`src/hdl/stepper_pkg.sv`:
```
`default_nettype none

package stepper_pkg;

  // Host words, buffer words and DDA registers share one width
  localparam int WORD_W = 64;

  // Opcodes in bits 63..56 of a header word
  typedef enum logic [7:0] {
    CMD_COORDINATED_STEP = 8'h01,
    CMD_MOTOR_ENABLE     = 8'h0A,
    CMD_CLK_DIVISOR      = 8'h14,
    CMD_API_VERSION      = 8'hFE
  } cmd_e;

  // Word offset of each field inside one move record
  // Record of slot s starts at buffer address s*4
  typedef enum logic [1:0] {
    FIELD_DIR       = 2'd0,
    FIELD_DURATION  = 2'd1,
    FIELD_INCREMENT = 2'd2,
    FIELD_INCINC    = 2'd3
  } field_e;

  // Reported by the API version query
  localparam logic [7:0] VERSION_MAJOR = 8'd1;
  localparam logic [7:0] VERSION_MINOR = 8'd2;
  localparam logic [7:0] VERSION_PATCH = 8'd0;

  // Prescaler value after reset
  localparam logic [7:0] DIVISOR_RESET = 8'd40;

endpackage

`default_nettype wire

```
`src/hdl/wb_bus_if.sv`:
```
`default_nettype none

interface wb_bus_if #(
  parameter int ADR_W = 4
);

  // Request side, driven by the master
  logic                           cyc;
  logic                           stb;
  logic                           we;
  logic [ADR_W-1:0]               adr;
  logic [stepper_pkg::WORD_W-1:0] dat_w;

  // Response side, driven by the slave
  logic [stepper_pkg::WORD_W-1:0] dat_r;
  logic                           ack;

  modport master (output cyc, stb, we, adr, dat_w, input dat_r, ack);

  modport slave (input cyc, stb, we, adr, dat_w, output dat_r, ack);

endinterface

`default_nettype wire

```
`src/hdl/command_parser.sv`:
```
`default_nettype none

module command_parser #(
  parameter int MOVE_SLOTS = 4
) (
  input  wire                             CLK,
  input  wire                             resetn,
  input  wire                             word_valid,
  input  wire  [stepper_pkg::WORD_W-1:0]  word_data,
  output logic                            word_ready,
  output logic [stepper_pkg::WORD_W-1:0]  reply_data,
  output logic                            enable,
  output logic [7:0]                      clock_divisor,
  output logic [MOVE_SLOTS-1:0]           slot_ready,
  input  wire  [MOVE_SLOTS-1:0]           slot_done,
  output logic                            buffer_ready,
  wb_bus_if.master                        bus
);

  localparam int SLOT_W = $clog2(MOVE_SLOTS);
  localparam int W = stepper_pkg::WORD_W;

  typedef enum logic [1:0] {
    IDLE_HEADER,
    MOVE_BODY,
    VERSION_BODY,
    WRITE_WAIT
  } state_e;

  state_e              state;
  stepper_pkg::field_e cur_field;
  logic [SLOT_W-1:0]   wr_idx;
  logic                wr_cyc;
  logic [W-1:0]        wr_data;
  logic [7:0]          header;
  logic                slot_busy;
  logic                hdr_blocked;
  logic                accept;

  // Opcode sits in the top byte
  assign header = word_data[W-1 -: 8];

  // Slot at the write index still holds a move the timer has not finished
  assign slot_busy = slot_ready[wr_idx] ^ slot_done[wr_idx];
  assign buffer_ready = ~&(slot_ready ^ slot_done);

  // Back-pressure on a step header until its slot is free
  assign hdr_blocked = (state == IDLE_HEADER) && word_valid && slot_busy &&
                       (header == stepper_pkg::CMD_COORDINATED_STEP);
  assign word_ready = (state != WRITE_WAIT) && !hdr_blocked;
  assign accept = word_valid && word_ready;

  // Record write towards the arbiter
  assign bus.cyc = wr_cyc;
  assign bus.stb = wr_cyc;
  assign bus.we = 1'b1;
  assign bus.adr = {wr_idx, cur_field};
  assign bus.dat_w = wr_data;

  // Header carries the direction in bit 0, body words go out whole
  always_ff @(posedge CLK) begin
    if (accept) begin
      if (state == IDLE_HEADER) begin
        wr_data <= {{(W-1){1'b0}}, word_data[0]};
      end else begin
        wr_data <= word_data;
      end
    end
  end

  always_ff @(posedge CLK) begin
    if (!resetn) begin
      state <= IDLE_HEADER;
      cur_field <= stepper_pkg::FIELD_DIR;
      wr_idx <= '0;
      wr_cyc <= 1'b0;
      slot_ready <= '0;
      enable <= 1'b0;
      clock_divisor <= stepper_pkg::DIVISOR_RESET;
      reply_data <= '0;
    end else begin
      // Reply lives until the next accepted word
      if (accept) begin
        reply_data <= '0;
      end
      case (state)
        IDLE_HEADER: begin
          if (accept) begin
            case (header)
              stepper_pkg::CMD_COORDINATED_STEP: begin
                cur_field <= stepper_pkg::FIELD_DIR;
                wr_cyc <= 1'b1;
                state <= WRITE_WAIT;
              end
              stepper_pkg::CMD_MOTOR_ENABLE: begin
                enable <= word_data[0];
              end
              stepper_pkg::CMD_CLK_DIVISOR: begin
                clock_divisor <= word_data[7:0];
              end
              stepper_pkg::CMD_API_VERSION: begin
                // Patch, minor, major from byte 0 upwards
                reply_data <= {{(W-24){1'b0}}, stepper_pkg::VERSION_MAJOR,
                               stepper_pkg::VERSION_MINOR, stepper_pkg::VERSION_PATCH};
                state <= VERSION_BODY;
              end
              default: begin
                // Unknown opcode, word dropped
              end
            endcase
          end
        end
        MOVE_BODY: begin
          // Duration, increment, incinc in that order
          if (accept) begin
            cur_field <= stepper_pkg::field_e'(cur_field + 2'd1);
            wr_cyc <= 1'b1;
            state <= WRITE_WAIT;
          end
        end
        VERSION_BODY: begin
          // Dummy word while the version goes back
          if (accept) begin
            state <= IDLE_HEADER;
          end
        end
        WRITE_WAIT: begin
          if (bus.ack) begin
            wr_cyc <= 1'b0;
            if (cur_field == stepper_pkg::FIELD_INCINC) begin
              // Record complete, hand slot to the timer
              slot_ready[wr_idx] <= ~slot_ready[wr_idx];
              wr_idx <= wr_idx + 1'b1;
              state <= IDLE_HEADER;
            end else begin
              state <= MOVE_BODY;
            end
          end
        end
        default: begin
          state <= IDLE_HEADER;
        end
      endcase
    end
  end

  // Timer must never claim the slot while its record is being written
  a_write_free_slot: assert property (@(posedge CLK) disable iff (!resetn)
    wr_cyc |-> !slot_busy);

endmodule

`default_nettype wire

```
`src/hdl/dda_step_timer.sv`:
```
`default_nettype none

module dda_step_timer #(
  parameter int MOVE_SLOTS = 4
) (
  input  wire                   CLK,
  input  wire                   resetn,
  input  wire  [7:0]            clock_divisor,
  input  wire                   halt,
  input  wire  [MOVE_SLOTS-1:0] slot_ready,
  output logic [MOVE_SLOTS-1:0] slot_done,
  output logic                  step,
  output logic                  dir,
  output logic                  move_done,
  wb_bus_if.master              bus
);

  localparam int SLOT_W = $clog2(MOVE_SLOTS);
  localparam int W = stepper_pkg::WORD_W;
  localparam logic [W-1:0] ONE = 1;

  typedef enum logic [1:0] {
    WAIT_MOVE,
    FETCH,
    RUN
  } state_e;

  state_e              state;
  stepper_pkg::field_e rd_field;
  logic [SLOT_W-1:0]   rd_idx;
  logic                rd_cyc;
  logic [7:0]          presc;
  logic                tick;
  logic                last_tick;
  logic                pending;
  logic [W-1:0]        ticks_left;
  logic [W-1:0]        increment;
  logic [W-1:0]        incinc;
  logic [W-1:0]        phase;
  logic [W:0]          phase_sum;

  // Toggle bits differ while the parser has a move queued here
  assign pending = slot_ready[rd_idx] ^ slot_done[rd_idx];

  // Read-only master
  assign bus.cyc = rd_cyc;
  assign bus.stb = rd_cyc;
  assign bus.we = 1'b0;
  assign bus.adr = {rd_idx, rd_field};
  assign bus.dat_w = '0;

  // Prescaled tick, frozen by halt
  assign tick = (state == RUN) && !halt && (presc >= clock_divisor - 8'd1);
  // Carry out of bit 63 is a step
  assign phase_sum = {1'b0, phase} + {1'b0, increment};
  assign last_tick = (ticks_left <= ONE);

  // DDA datapath
  always_ff @(posedge CLK) begin
    if (state == WAIT_MOVE) begin
      phase <= '0;
    end else if (tick) begin
      phase <= phase_sum[W-1:0];
    end
    if (state == FETCH && bus.ack) begin
      case (rd_field)
        stepper_pkg::FIELD_DURATION:  ticks_left <= bus.dat_r;
        stepper_pkg::FIELD_INCREMENT: increment <= bus.dat_r;
        stepper_pkg::FIELD_INCINC:    incinc <= bus.dat_r;
        default:                      ticks_left <= ticks_left;
      endcase
    end else if (tick) begin
      ticks_left <= ticks_left - ONE;
      // Acceleration term
      increment <= increment + incinc;
    end
  end

  always_ff @(posedge CLK) begin
    if (!resetn) begin
      state <= WAIT_MOVE;
      rd_field <= stepper_pkg::FIELD_DIR;
      rd_idx <= '0;
      rd_cyc <= 1'b0;
      presc <= '0;
      slot_done <= '0;
      step <= 1'b0;
      dir <= 1'b0;
      move_done <= 1'b0;
    end else begin
      step <= tick && phase_sum[W];
      move_done <= 1'b0;
      case (state)
        WAIT_MOVE: begin
          if (pending) begin
            rd_field <= stepper_pkg::FIELD_DIR;
            rd_cyc <= 1'b1;
            state <= FETCH;
          end
        end
        FETCH: begin
          // One read per bus cycle, cyc drops between fields
          if (bus.ack) begin
            rd_cyc <= 1'b0;
            if (rd_field == stepper_pkg::FIELD_DIR) begin
              dir <= bus.dat_r[0];
            end
            if (rd_field == stepper_pkg::FIELD_INCINC) begin
              presc <= '0;
              state <= RUN;
            end else begin
              rd_field <= stepper_pkg::field_e'(rd_field + 2'd1);
            end
          end else if (!rd_cyc) begin
            rd_cyc <= 1'b1;
          end
        end
        RUN: begin
          if (tick) begin
            presc <= '0;
          end else if (!halt) begin
            presc <= presc + 8'd1;
          end
          // Duration used up, release slot and look at the next
          if (tick && last_tick) begin
            move_done <= 1'b1;
            slot_done[rd_idx] <= ~slot_done[rd_idx];
            rd_idx <= rd_idx + 1'b1;
            state <= WAIT_MOVE;
          end
        end
        default: begin
          state <= WAIT_MOVE;
        end
      endcase
    end
  end

  // Step shows while running, or with the move_done that ends the move
  a_step_in_run: assert property (@(posedge CLK) disable iff (!resetn)
    step |-> (state == RUN) || (state == WAIT_MOVE && move_done));

endmodule

`default_nettype wire

```
`src/hdl/move_buffer.sv`:
```
`default_nettype none

module move_buffer #(
  parameter int MOVE_SLOTS = 4
) (
  input  wire      CLK,
  input  wire      resetn,
  wb_bus_if.slave  bus
);

  // Four words per move record
  localparam int DEPTH = MOVE_SLOTS * 4;
  localparam int W = stepper_pkg::WORD_W;

  logic [W-1:0] mem [DEPTH];
  logic [W-1:0] rd_data;
  logic         ack_q;
  logic         req;

  // New request only while no ack is outstanding
  assign req = bus.cyc && bus.stb && !ack_q;

  always_ff @(posedge CLK) begin
    if (!resetn) begin
      ack_q <= 1'b0;
    end else begin
      ack_q <= req;
    end
  end

  // Single port, write or read per request
  always_ff @(posedge CLK) begin
    if (req) begin
      if (bus.we) begin
        mem[bus.adr] <= bus.dat_w;
      end
      rd_data <= mem[bus.adr];
    end
  end

  assign bus.ack = ack_q;
  assign bus.dat_r = rd_data;

  // Masters drop cyc after ack, so ack is a single pulse
  a_ack_pulse: assert property (@(posedge CLK) disable iff (!resetn)
    bus.ack |=> !bus.ack);

endmodule

`default_nettype wire

```
`src/hdl/move_bus_arbiter.sv`:
```
`default_nettype none

module move_bus_arbiter (
  input  wire       CLK,
  input  wire       resetn,
  wb_bus_if.slave   m0,
  wb_bus_if.slave   m1,
  wb_bus_if.master  mem
);

  // grant 0 is the parser, 1 the step timer
  logic busy;
  logic grant;
  logic owner_cyc;

  assign owner_cyc = grant ? m1.cyc : m0.cyc;

  // Rearbitrate only once the owner has let go
  always_ff @(posedge CLK) begin
    if (!resetn) begin
      busy <= 1'b0;
      grant <= 1'b0;
    end else if (!busy || !owner_cyc) begin
      if (m0.cyc) begin
        busy <= 1'b1;
        grant <= 1'b0;
      end else if (m1.cyc) begin
        busy <= 1'b1;
        grant <= 1'b1;
      end else begin
        busy <= 1'b0;
      end
    end
  end

  // Request mux
  assign mem.cyc = busy && owner_cyc;
  assign mem.stb = busy && (grant ? m1.stb : m0.stb);
  assign mem.we = grant ? m1.we : m0.we;
  assign mem.adr = grant ? m1.adr : m0.adr;
  assign mem.dat_w = grant ? m1.dat_w : m0.dat_w;

  // Read data is shared, ack goes to the owner only
  assign m0.dat_r = mem.dat_r;
  assign m1.dat_r = mem.dat_r;
  assign m0.ack = mem.ack && busy && !grant;
  assign m1.ack = mem.ack && busy && grant;

  // Owner is locked for its whole bus cycle
  a_grant_locked: assert property (@(posedge CLK) disable iff (!resetn)
    mem.cyc |=> $stable(grant));

  // Each ack answers a request the same owner made one cycle earlier
  a_ack_owner: assert property (@(posedge CLK) disable iff (!resetn)
    mem.ack |-> $past(mem.cyc && mem.stb) && $stable(grant));

endmodule

`default_nettype wire

```
`src/hdl/stepper_core.sv`:
```
`default_nettype none

module stepper_core #(
  parameter int MOVE_SLOTS = 4
) (
  input  wire                            CLK,
  input  wire                            resetn,
  input  wire                            word_valid,
  input  wire  [stepper_pkg::WORD_W-1:0] word_data,
  output wire                            word_ready,
  output wire  [stepper_pkg::WORD_W-1:0] reply_data,
  input  wire                            halt,
  output wire                            step,
  output wire                            dir,
  output wire                            enable,
  output wire                            move_done,
  output wire                            buffer_ready
);

  // Slot index plus field offset
  localparam int ADR_W = $clog2(MOVE_SLOTS) + 2;

  wire [7:0]            clock_divisor;
  wire [MOVE_SLOTS-1:0] slot_ready;
  wire [MOVE_SLOTS-1:0] slot_done;

  wb_bus_if #(.ADR_W(ADR_W)) parser_bus ();
  wb_bus_if #(.ADR_W(ADR_W)) dda_bus ();
  wb_bus_if #(.ADR_W(ADR_W)) mem_bus ();

  // Host side, owns config registers and the write index
  command_parser #(.MOVE_SLOTS(MOVE_SLOTS)) i_command_parser (
    .CLK           (CLK),
    .resetn        (resetn),
    .word_valid    (word_valid),
    .word_data     (word_data),
    .word_ready    (word_ready),
    .reply_data    (reply_data),
    .enable        (enable),
    .clock_divisor (clock_divisor),
    .slot_ready    (slot_ready),
    .slot_done     (slot_done),
    .buffer_ready  (buffer_ready),
    .bus           (parser_bus.master)
  );

  // Step generation from queued moves
  dda_step_timer #(.MOVE_SLOTS(MOVE_SLOTS)) i_dda_step_timer (
    .CLK           (CLK),
    .resetn        (resetn),
    .clock_divisor (clock_divisor),
    .halt          (halt),
    .slot_ready    (slot_ready),
    .slot_done     (slot_done),
    .step          (step),
    .dir           (dir),
    .move_done     (move_done),
    .bus           (dda_bus.master)
  );

  // Parser on port 0 wins ties
  move_bus_arbiter i_move_bus_arbiter (
    .CLK    (CLK),
    .resetn (resetn),
    .m0     (parser_bus.slave),
    .m1     (dda_bus.slave),
    .mem    (mem_bus.master)
  );

  move_buffer #(.MOVE_SLOTS(MOVE_SLOTS)) i_move_buffer (
    .CLK    (CLK),
    .resetn (resetn),
    .bus    (mem_bus.slave)
  );

endmodule

`default_nettype wire

```
`config.mk`:
```
export PLATFORM = sky130hd
export DESIGN_NAME = stepper_core
export DESIGN_NICKNAME = d
export VERILOG_FILES = /design/src/hdl/stepper_pkg.sv /design/src/hdl/wb_bus_if.sv /design/src/hdl/command_parser.sv /design/src/hdl/dda_step_timer.sv /design/src/hdl/move_buffer.sv /design/src/hdl/move_bus_arbiter.sv /design/src/hdl/stepper_core.sv
export SDC_FILE = /design/constraint.sdc
export NUM_CORES = 2
export LEC_CHECK = 0
export BUFFER_PORTS_ARGS = -buffer_cell sky130_fd_sc_hd__buf_2
export CORE_MARGIN = 2
export CORE_UTILIZATION = 40
export CTS_BUF_LIST = sky130_fd_sc_hd__clkbuf_8
export DETAILED_ROUTE_END_ITERATION = 12
export PLACE_DENSITY_LB_ADDON = 0.3
export SLEW_MARGIN = 20
export SYNTH_ARGS = -nofsm -noshare
export SYNTH_HDL_FRONTEND = slang
export SYNTH_SLANG_ARGS = --single-unit
export TNS_END_PERCENT = 100
```
`constraint.sdc`:
```
create_clock -name CLK -period 11.06 [get_ports CLK]
set_input_delay 0.553 -clock CLK [delete_from_list [all_inputs] [get_ports CLK]]
set_output_delay 0.553 -clock CLK [all_outputs]
set_load 0.02 [all_outputs]
```
* After elaboration in Yosys (flattened, before gate mapping)
Memories as Yosys holds them, arrays and structs flattened. A register that Yosys moved wholly into a read port is not among the register bits.
Cells that the tools add are included.
** Storage, ports and cells
- Register bits after elaboration :: 429
- Bits in writable memories :: 1024
- Output and inout port bits :: 70
- Memories :: 1
** Memories
- i_move_buffer.mem :: depth 16, width 64, read ports 1, clocked after memory_dff 1, write ports 1, RTL line move_buffer.sv:15 : logic [W-1:0] mem [DEPTH];
** Operators by class
- Add/sub/neg operators :: 9
- $lt $le $gt $ge :: 6
- Eq/ne operators :: 28
- Muxes and demuxes :: 68
- Bitwise gates (word level) :: 5
- Reductions and logical operators :: 52
** Operators by type and width (number)
- 2-to-1 mux 64 bit :: 11
- adder 64 x 64 -> 65 bit :: 1
- adder 64 bit :: 1
- less-or-equal comparator 64 x 1 -> 1 bit (second input constant) :: 1
- subtractor 64 x 1 -> 64 bit (second input constant) :: 1
- 2-to-1 mux 8 bit :: 4
- 2-to-1 mux 2 bit :: 14
- 2-to-1 mux 1 bit :: 22
- AND reduction 4 bit :: 5
- logical AND 1 bit :: 17
- case mux 8 bit (2 select lines) :: 1
- != test 2 bit (second input constant) :: 7
- AND reduction 2 bit :: 7
- == test 2 bit (second input constant) :: 6
- != test 2 x 1 -> 1 bit (second input constant) :: 6
- case mux 2 bit (2 select lines) :: 3
- AND reduction 3 bit :: 4
- AND reduction 5 bit :: 2
- nonzero test 2 bit :: 5
- adder 2 x 1 -> 2 bit (second input constant) :: 4
- adder 8 x 1 -> 8 bit (second input constant) :: 1
- binary-select mux 1 bit (select 2 bit) :: 4
- bitwise mux 4 bit :: 2
- == test 8 x 1 -> 1 bit (second input constant) :: 1
- 23 further kinds :: 38

* Depth between registers and ports, before layout
- Depth after elaboration :: 12
- Mapped depth :: 14
- Mapped depth without buffers :: 14

* Hierarchy
A second synthesis with hierarchy kept.
** Second synthesis, totals
- Cell total of the unflattened synthesis :: 4503
- Area total of the unflattened synthesis :: 67247.0 um^2
** By module, submodules not included
- move_buffer :: times used 1, cells an instance 1655, area an instance 40319.9 um^2
- dda_step_timer :: times used 1, cells an instance 2227, area an instance 19587.5 um^2
- command_parser :: times used 1, cells an instance 403, area an instance 5260.0 um^2
- move_bus_arbiter :: times used 1, cells an instance 218, area an instance 2079.5 um^2

* Worst setup path after synthesis
OpenSTA, ideal clock, no wires.
- Path kind :: flip-flop to flip-flop
- From :: register i_move_bus_arbiter.grant
- To :: memory i_move_buffer.mem[12][0] (netlist bit), enable pin
- Data arrival time :: 11.033 ns
- Required time :: 10.496 ns
- Setup slack :: -0.537 ns
- Stages on the path, launching flop included :: 6
- Buffers on the path :: 1
- Period minus slack after synthesis :: 11.597 ns
- Path through :: dfxtp_1 clkbuf_1 mux2i_1 nor3b_1 nand3_1 nor3_1
** On the way
- Longest elaborated chain between the ends :: 5
- Elaborated cells on any way between the ends :: 7
** RTL lines
- start, declared :: RTL line move_bus_arbiter.sv:13 : logic grant;
- start signal, assigned :: RTL line move_bus_arbiter.sv:22 : grant <= 1'b0;
- start signal, assigned :: RTL line move_bus_arbiter.sv:26 : grant <= 1'b0;
- start signal, assigned :: RTL line move_bus_arbiter.sv:29 : grant <= 1'b1;
- 2-to-1 mux 1 bit :: RTL line move_bus_arbiter.sv:16, move_bus_arbiter.sv:38
- logical AND 1 bit :: RTL line move_bus_arbiter.sv:37, move_bus_arbiter.sv:38
- logical AND 1 bit :: RTL line move_buffer.sv:21 : assign req = bus.cyc && bus.stb && !ack_q;
- via i_move_buffer.req :: RTL line move_buffer.sv:18 : logic req;
- 2-to-1 mux 1 bit :: RTL line move_buffer.sv:33 : if (req) begin
- 2-to-1 mux 1 bit (implied by the code) :: RTL line move_buffer.sv:35 : mem[bus.adr] <= bus.dat_w;
- end, declared :: RTL line move_buffer.sv:15
The timed path passes the listed nets, and every way through them passes these cells.

* Worst setup path after layout
- From :: register i_move_bus_arbiter.grant
- To :: register i_move_buffer.rd_data[37], in the netlist i_move_buffer.bus.dat_r[37] (read register of i_move_buffer.mem) (data pin)
** On the way
- Longest elaborated chain between the ends :: 3
- Elaborated cells on any way between the ends :: 4
** RTL lines
- 2-to-1 mux 1 bit :: RTL line move_bus_arbiter.sv:16, move_bus_arbiter.sv:38
- logical AND 1 bit :: RTL line move_bus_arbiter.sv:37, move_bus_arbiter.sv:38
- logical AND 1 bit :: RTL line move_buffer.sv:21
- end, declared :: RTL line move_buffer.sv:16 : logic [W-1:0] rd_data;
Several ways; a longest one is shown, not always the timed one.
A chain may end at the register's enable or synchronous reset.

==> impl_metrics.env <==
export IMPL_status="finished, final reports clean"
export IMPL_p_sw_share_pct=21.3
export IMPL_hpwl_mm=94.6
export IMPL_setup_slack_ns=5.78
export IMPL_ant_nets=0
export IMPL_p_seq_share_pct=56.3
export IMPL_netlist_area_sq_mm=0.0656
export IMPL_drv_slew=0
export IMPL_synth_ff_type="edfxtp_1"
export IMPL_clockBufferDepth=4
export IMPL_cp_required_ns=11.70
export IMPL_worstMarginPinSlew_ns=1.12
export IMPL_worstSetupEndpointType="flop"
export IMPL_synth_cell_types=81
export IMPL_numCtsBuffers=275
export IMPL_dieHeight_um=409
export IMPL_drt_iter0_drc=3088
export IMPL_viasPerCell=5.52
export IMPL_power_density_mw_per_mm2=151
export IMPL_clk_latency_ns=0.98
export IMPL_dr_max_layer_used="met4"
export IMPL_port_buffers=137
export IMPL_synthesis_nets=4670
export IMPL_crit_fanout=61
export IMPL_fin_crit_sh_pct=47.7
export IMPL_fillCellCount=14400
export IMPL_hold_violations=0
export IMPL_critPathMaxStageDelay_ns=0.82
export IMPL_cts_resized=0
export IMPL_rsz0062_at_grt="false"
export IMPL_cts_tree="yes"
export IMPL_firstDrtPassIters=5
export IMPL_drc_errors=0
export IMPL_htree_num_levels=5
export IMPL_preCtsSetupSlack_ns=5.78
export IMPL_avgSynthCellArea_sq_um=14.8
export IMPL_core_area_sq_mm=0.163
export IMPL_vias=39100
export IMPL_place_inst=6579
export IMPL_fmaxAchievable_ghz=0.189
export IMPL_intPower_mw=8.80
export IMPL_io_pins=138
export IMPL_grt_pass1_vias=39400
export IMPL_wl_met1_mm=70.2
export IMPL_num_rows=148
export IMPL_root_buffer="clkbuf_8"
export IMPL_p_switching_mw=2.39
export IMPL_grt_pass1_wl_mm=242
export IMPL_syn_inst=4444
export IMPL_critPathArrivalTime_ns=5.91
export IMPL_max_slew_margin_rel_pct=25.0
export IMPL_post_cts_buffers=0
export IMPL_wl_per_cell_um=22.6
export IMPL_nets=4972
export IMPL_yosysWarnings=0
export IMPL_instances_no_fill=7097
export IMPL_die_area_sq_mm=0.167
export IMPL_worstPathCellList="buf_4 -> nor2b_1 -> a21oi_4 -> buf_4 -> buf_4 -> mux4_2 -> and2_1 -> a211oi_1 -> a31oi_1"
export IMPL_syn_to_final_growth_pct=13.2
export IMPL_start_kind="flop"
export IMPL_synth_most_common_cell="edfxtp_1"
export IMPL_utilization_pct=45.6
export IMPL_tns_ns=0
export IMPL_antenna_found_initial=4
export IMPL_gr_total_overflow=0
export IMPL_crit_type="flop to flop"
export IMPL_ff2ff_setup_slack_ns=5.78
export IMPL_setup_viol_count_final=0
export IMPL_netlist_top_cell_by_area="edfxtp_1"
export IMPL_crit_end="i_move_buffer.bus.dat_r[37]"
export IMPL_yosysSeqAreaShare_pct=66.8
export IMPL_ctsHoldBuffers=65
export IMPL_clockPowerShare_pct=41.8
export IMPL_leakagePower_nw=25.9
export IMPL_final_min_clock_period_ns=5.28
export IMPL_max_vdd_ir_drop_mv=0.105
export IMPL_routed_wl_mm=161
export IMPL_start_util_pct=40.3
export IMPL_cap_violations=0
export IMPL_synth_common_cells="1,344 x edfxtp_1, 395 x nand2_1, 282 x a21oi_1"
export IMPL_total_power_mw=11.2
export IMPL_synth_top_cell_area_share_pct=61.5
export IMPL_clkSinkCount=1517
export IMPL_die_w_um=409
export IMPL_drive_gt1_share_pct=17.3
export IMPL_grt_max_degree=139
export IMPL_route_met2_wl_mm=76.5
export IMPL_grt_usage_pct=19.0
export IMPL_r2r_start="i_move_bus_arbiter.grant"
export IMPL_synth_seq_cells=1517
export IMPL_p_comb_share_pct=1.9
export IMPL_gp_congestion=0.892
export IMPL_min_path_type="input pin to flop"
export IMPL_crit_slowest_cell="buf_4"
export IMPL_r2r_end="i_move_buffer.bus.dat_r[37]"
export IMPL_synth_edf_count=1344
export IMPL_synth_area_leaders="edfxtp_1 61%, mux4_2 8.9%, dfxtp_1 5.3%"
export IMPL_clk_pin_slew_ns=0.06
export IMPL_clock_skew_ns=0.0795
export IMPL_startpoint="i_move_bus_arbiter.grant"
export IMPL_crit_top_cell="buf_4"
export IMPL_met3WireLength_mm=9.66
export IMPL_ff2ff_path_depth=9
export IMPL_synthArstFlopShare_pct=0
[routing by layer]
metal,vias up,GRT usage [%]
li1,17800,-
met1,19700,26.2
met2,1290,30.8
met3,300,3.09
met4,0,6.19
met5,-,0
[placed cells by master, fill, tap and decap left out, types with 15 or more instances in the layout]
| cell type | n |
|---|---|
| o21ai_0 | 131 |
| nor2b_1 | 142 |
| or3_1 | 22 |
| mux4_2 | 258 |
| xor2_1 | 63 |
| mux2i_1 | 20 |
| nor2_1 | 189 |
| ha_1 | 155 |
| nand3_1 | 61 |
| nand2_1 | 394 |
| nand4_1 | 49 |
| xnor2_1 | 123 |
| nor3_1 | 51 |
| a31oi_1 | 88 |
| clkbuf_8 | 287 |
| and3_1 | 82 |
| clkinv_2 | 21 |
| o21bai_1 | 21 |
| edfxtp_1 | 1344 |
| clkinv_1 | 42 |
| inv_1 | 141 |
| a21o_1 | 72 |
| a21oi_1 | 281 |
| o31ai_1 | 15 |
| buf_4 | 60 |
| a211oi_1 | 82 |
| and2_1 | 72 |
| dfxtp_1 | 172 |
| nor4_1 | 22 |
| o211ai_1 | 16 |
| dlygate4sd3_1 | 65 |
| buf_2 | 137 |
| o21a_1 | 18 |
[worst max-delay path: cells and delay by family (launching register included)]
kind                   cells  cell delay, ns
buffers and inverters      3            2.34
AND/OR/NAND/NOR            2            0.40
AO/OA/AOI/OAI              3            1.11
flip-flops                 1            0.62
multiplexers               1            0.40
[registers in the layout, summed over array words and instances, names as in the netlist, 4 cells and up, named ones only]
name / cells
i_dda_step_timer.slot_done: 4
i_dda_step_timer.presc: 8
i_command_parser.bus.dat_w: 64
i_dda_step_timer.incinc: 64
i_dda_step_timer.ticks_left: 64
i_dda_step_timer.phase: 64
i_move_buffer.mem: 1024
i_dda_step_timer.increment: 64
i_command_parser.slot_ready: 4
i_move_buffer.bus.dat_r: 64
i_command_parser.clock_divisor: 8
[power groups by stage]
stage	sequential [mW]	clock, mW	combinational, mW
2_1_floorplan	6.40	0	0.115
3_3_place_gp	6.41	0	0.194
3_5_place_dp	6.42	0	0.200
4_1_cts	6.30	4.81	0.218
5_1_grt	6.29	5.04	0.242
6_report	6.30	4.68	0.216
[cells by family after synthesis]
kind of cell    after synthesis  share of synthesized area, %
mux                         283                          9.24
compound gates              819                          7.78
flops                      1517                          66.8
buf+inv                     291                          1.67
fa+ha+maj                   158                          3.03
xor+xnor                    186                          2.48
simple gates               1190                          9.04
[area by class of cell]
type                            count  area, sq um  share of cell area, %
Inverter                           50          189                  0.254
Sequential cell                  1517        43800                   59.0
Antenna cell                        3         7.51                 0.0101
Tap cell                         2175         2720                   3.66
Clock inverter                    163          761                   1.02
Clock buffer                      287         3950                   5.32
Timing Repair Buffer              266         1870                   2.51
Multi-Input combinational cell   2636        21000                   28.2
[how the worst min path moves through the flow]
stage | depth (start not counted) | start | to
floorplan | 0 | i_move_buffer.bus.dat_r[10] | i_dda_step_timer.incinc[10]
global route | 6 | halt | i_dda_step_timer.presc[0]
detailed placement | 2 | i_dda_step_timer.phase[39] | i_dda_step_timer.phase[39]
CTS | 6 | halt | i_dda_step_timer.presc[0]
global placement | 2 | i_dda_step_timer.phase[63] | i_dda_step_timer.phase[63]
finish | 6 | halt | i_dda_step_timer.presc[0]
[through the flow]
| step | cell area (sq um) | hold slack (ns) |
|---|---|---|
| floorplan | 65600 | 0.426 |
| global placement | 68900 | 0.441 |
| detailed placement | 68900 | 0.451 |
| CTS | 74300 | 0.0908 |
| global route | 74300 | 0.184 |
| finish | 74300 | 0.185 |
(Power assumes the default switching activity.)
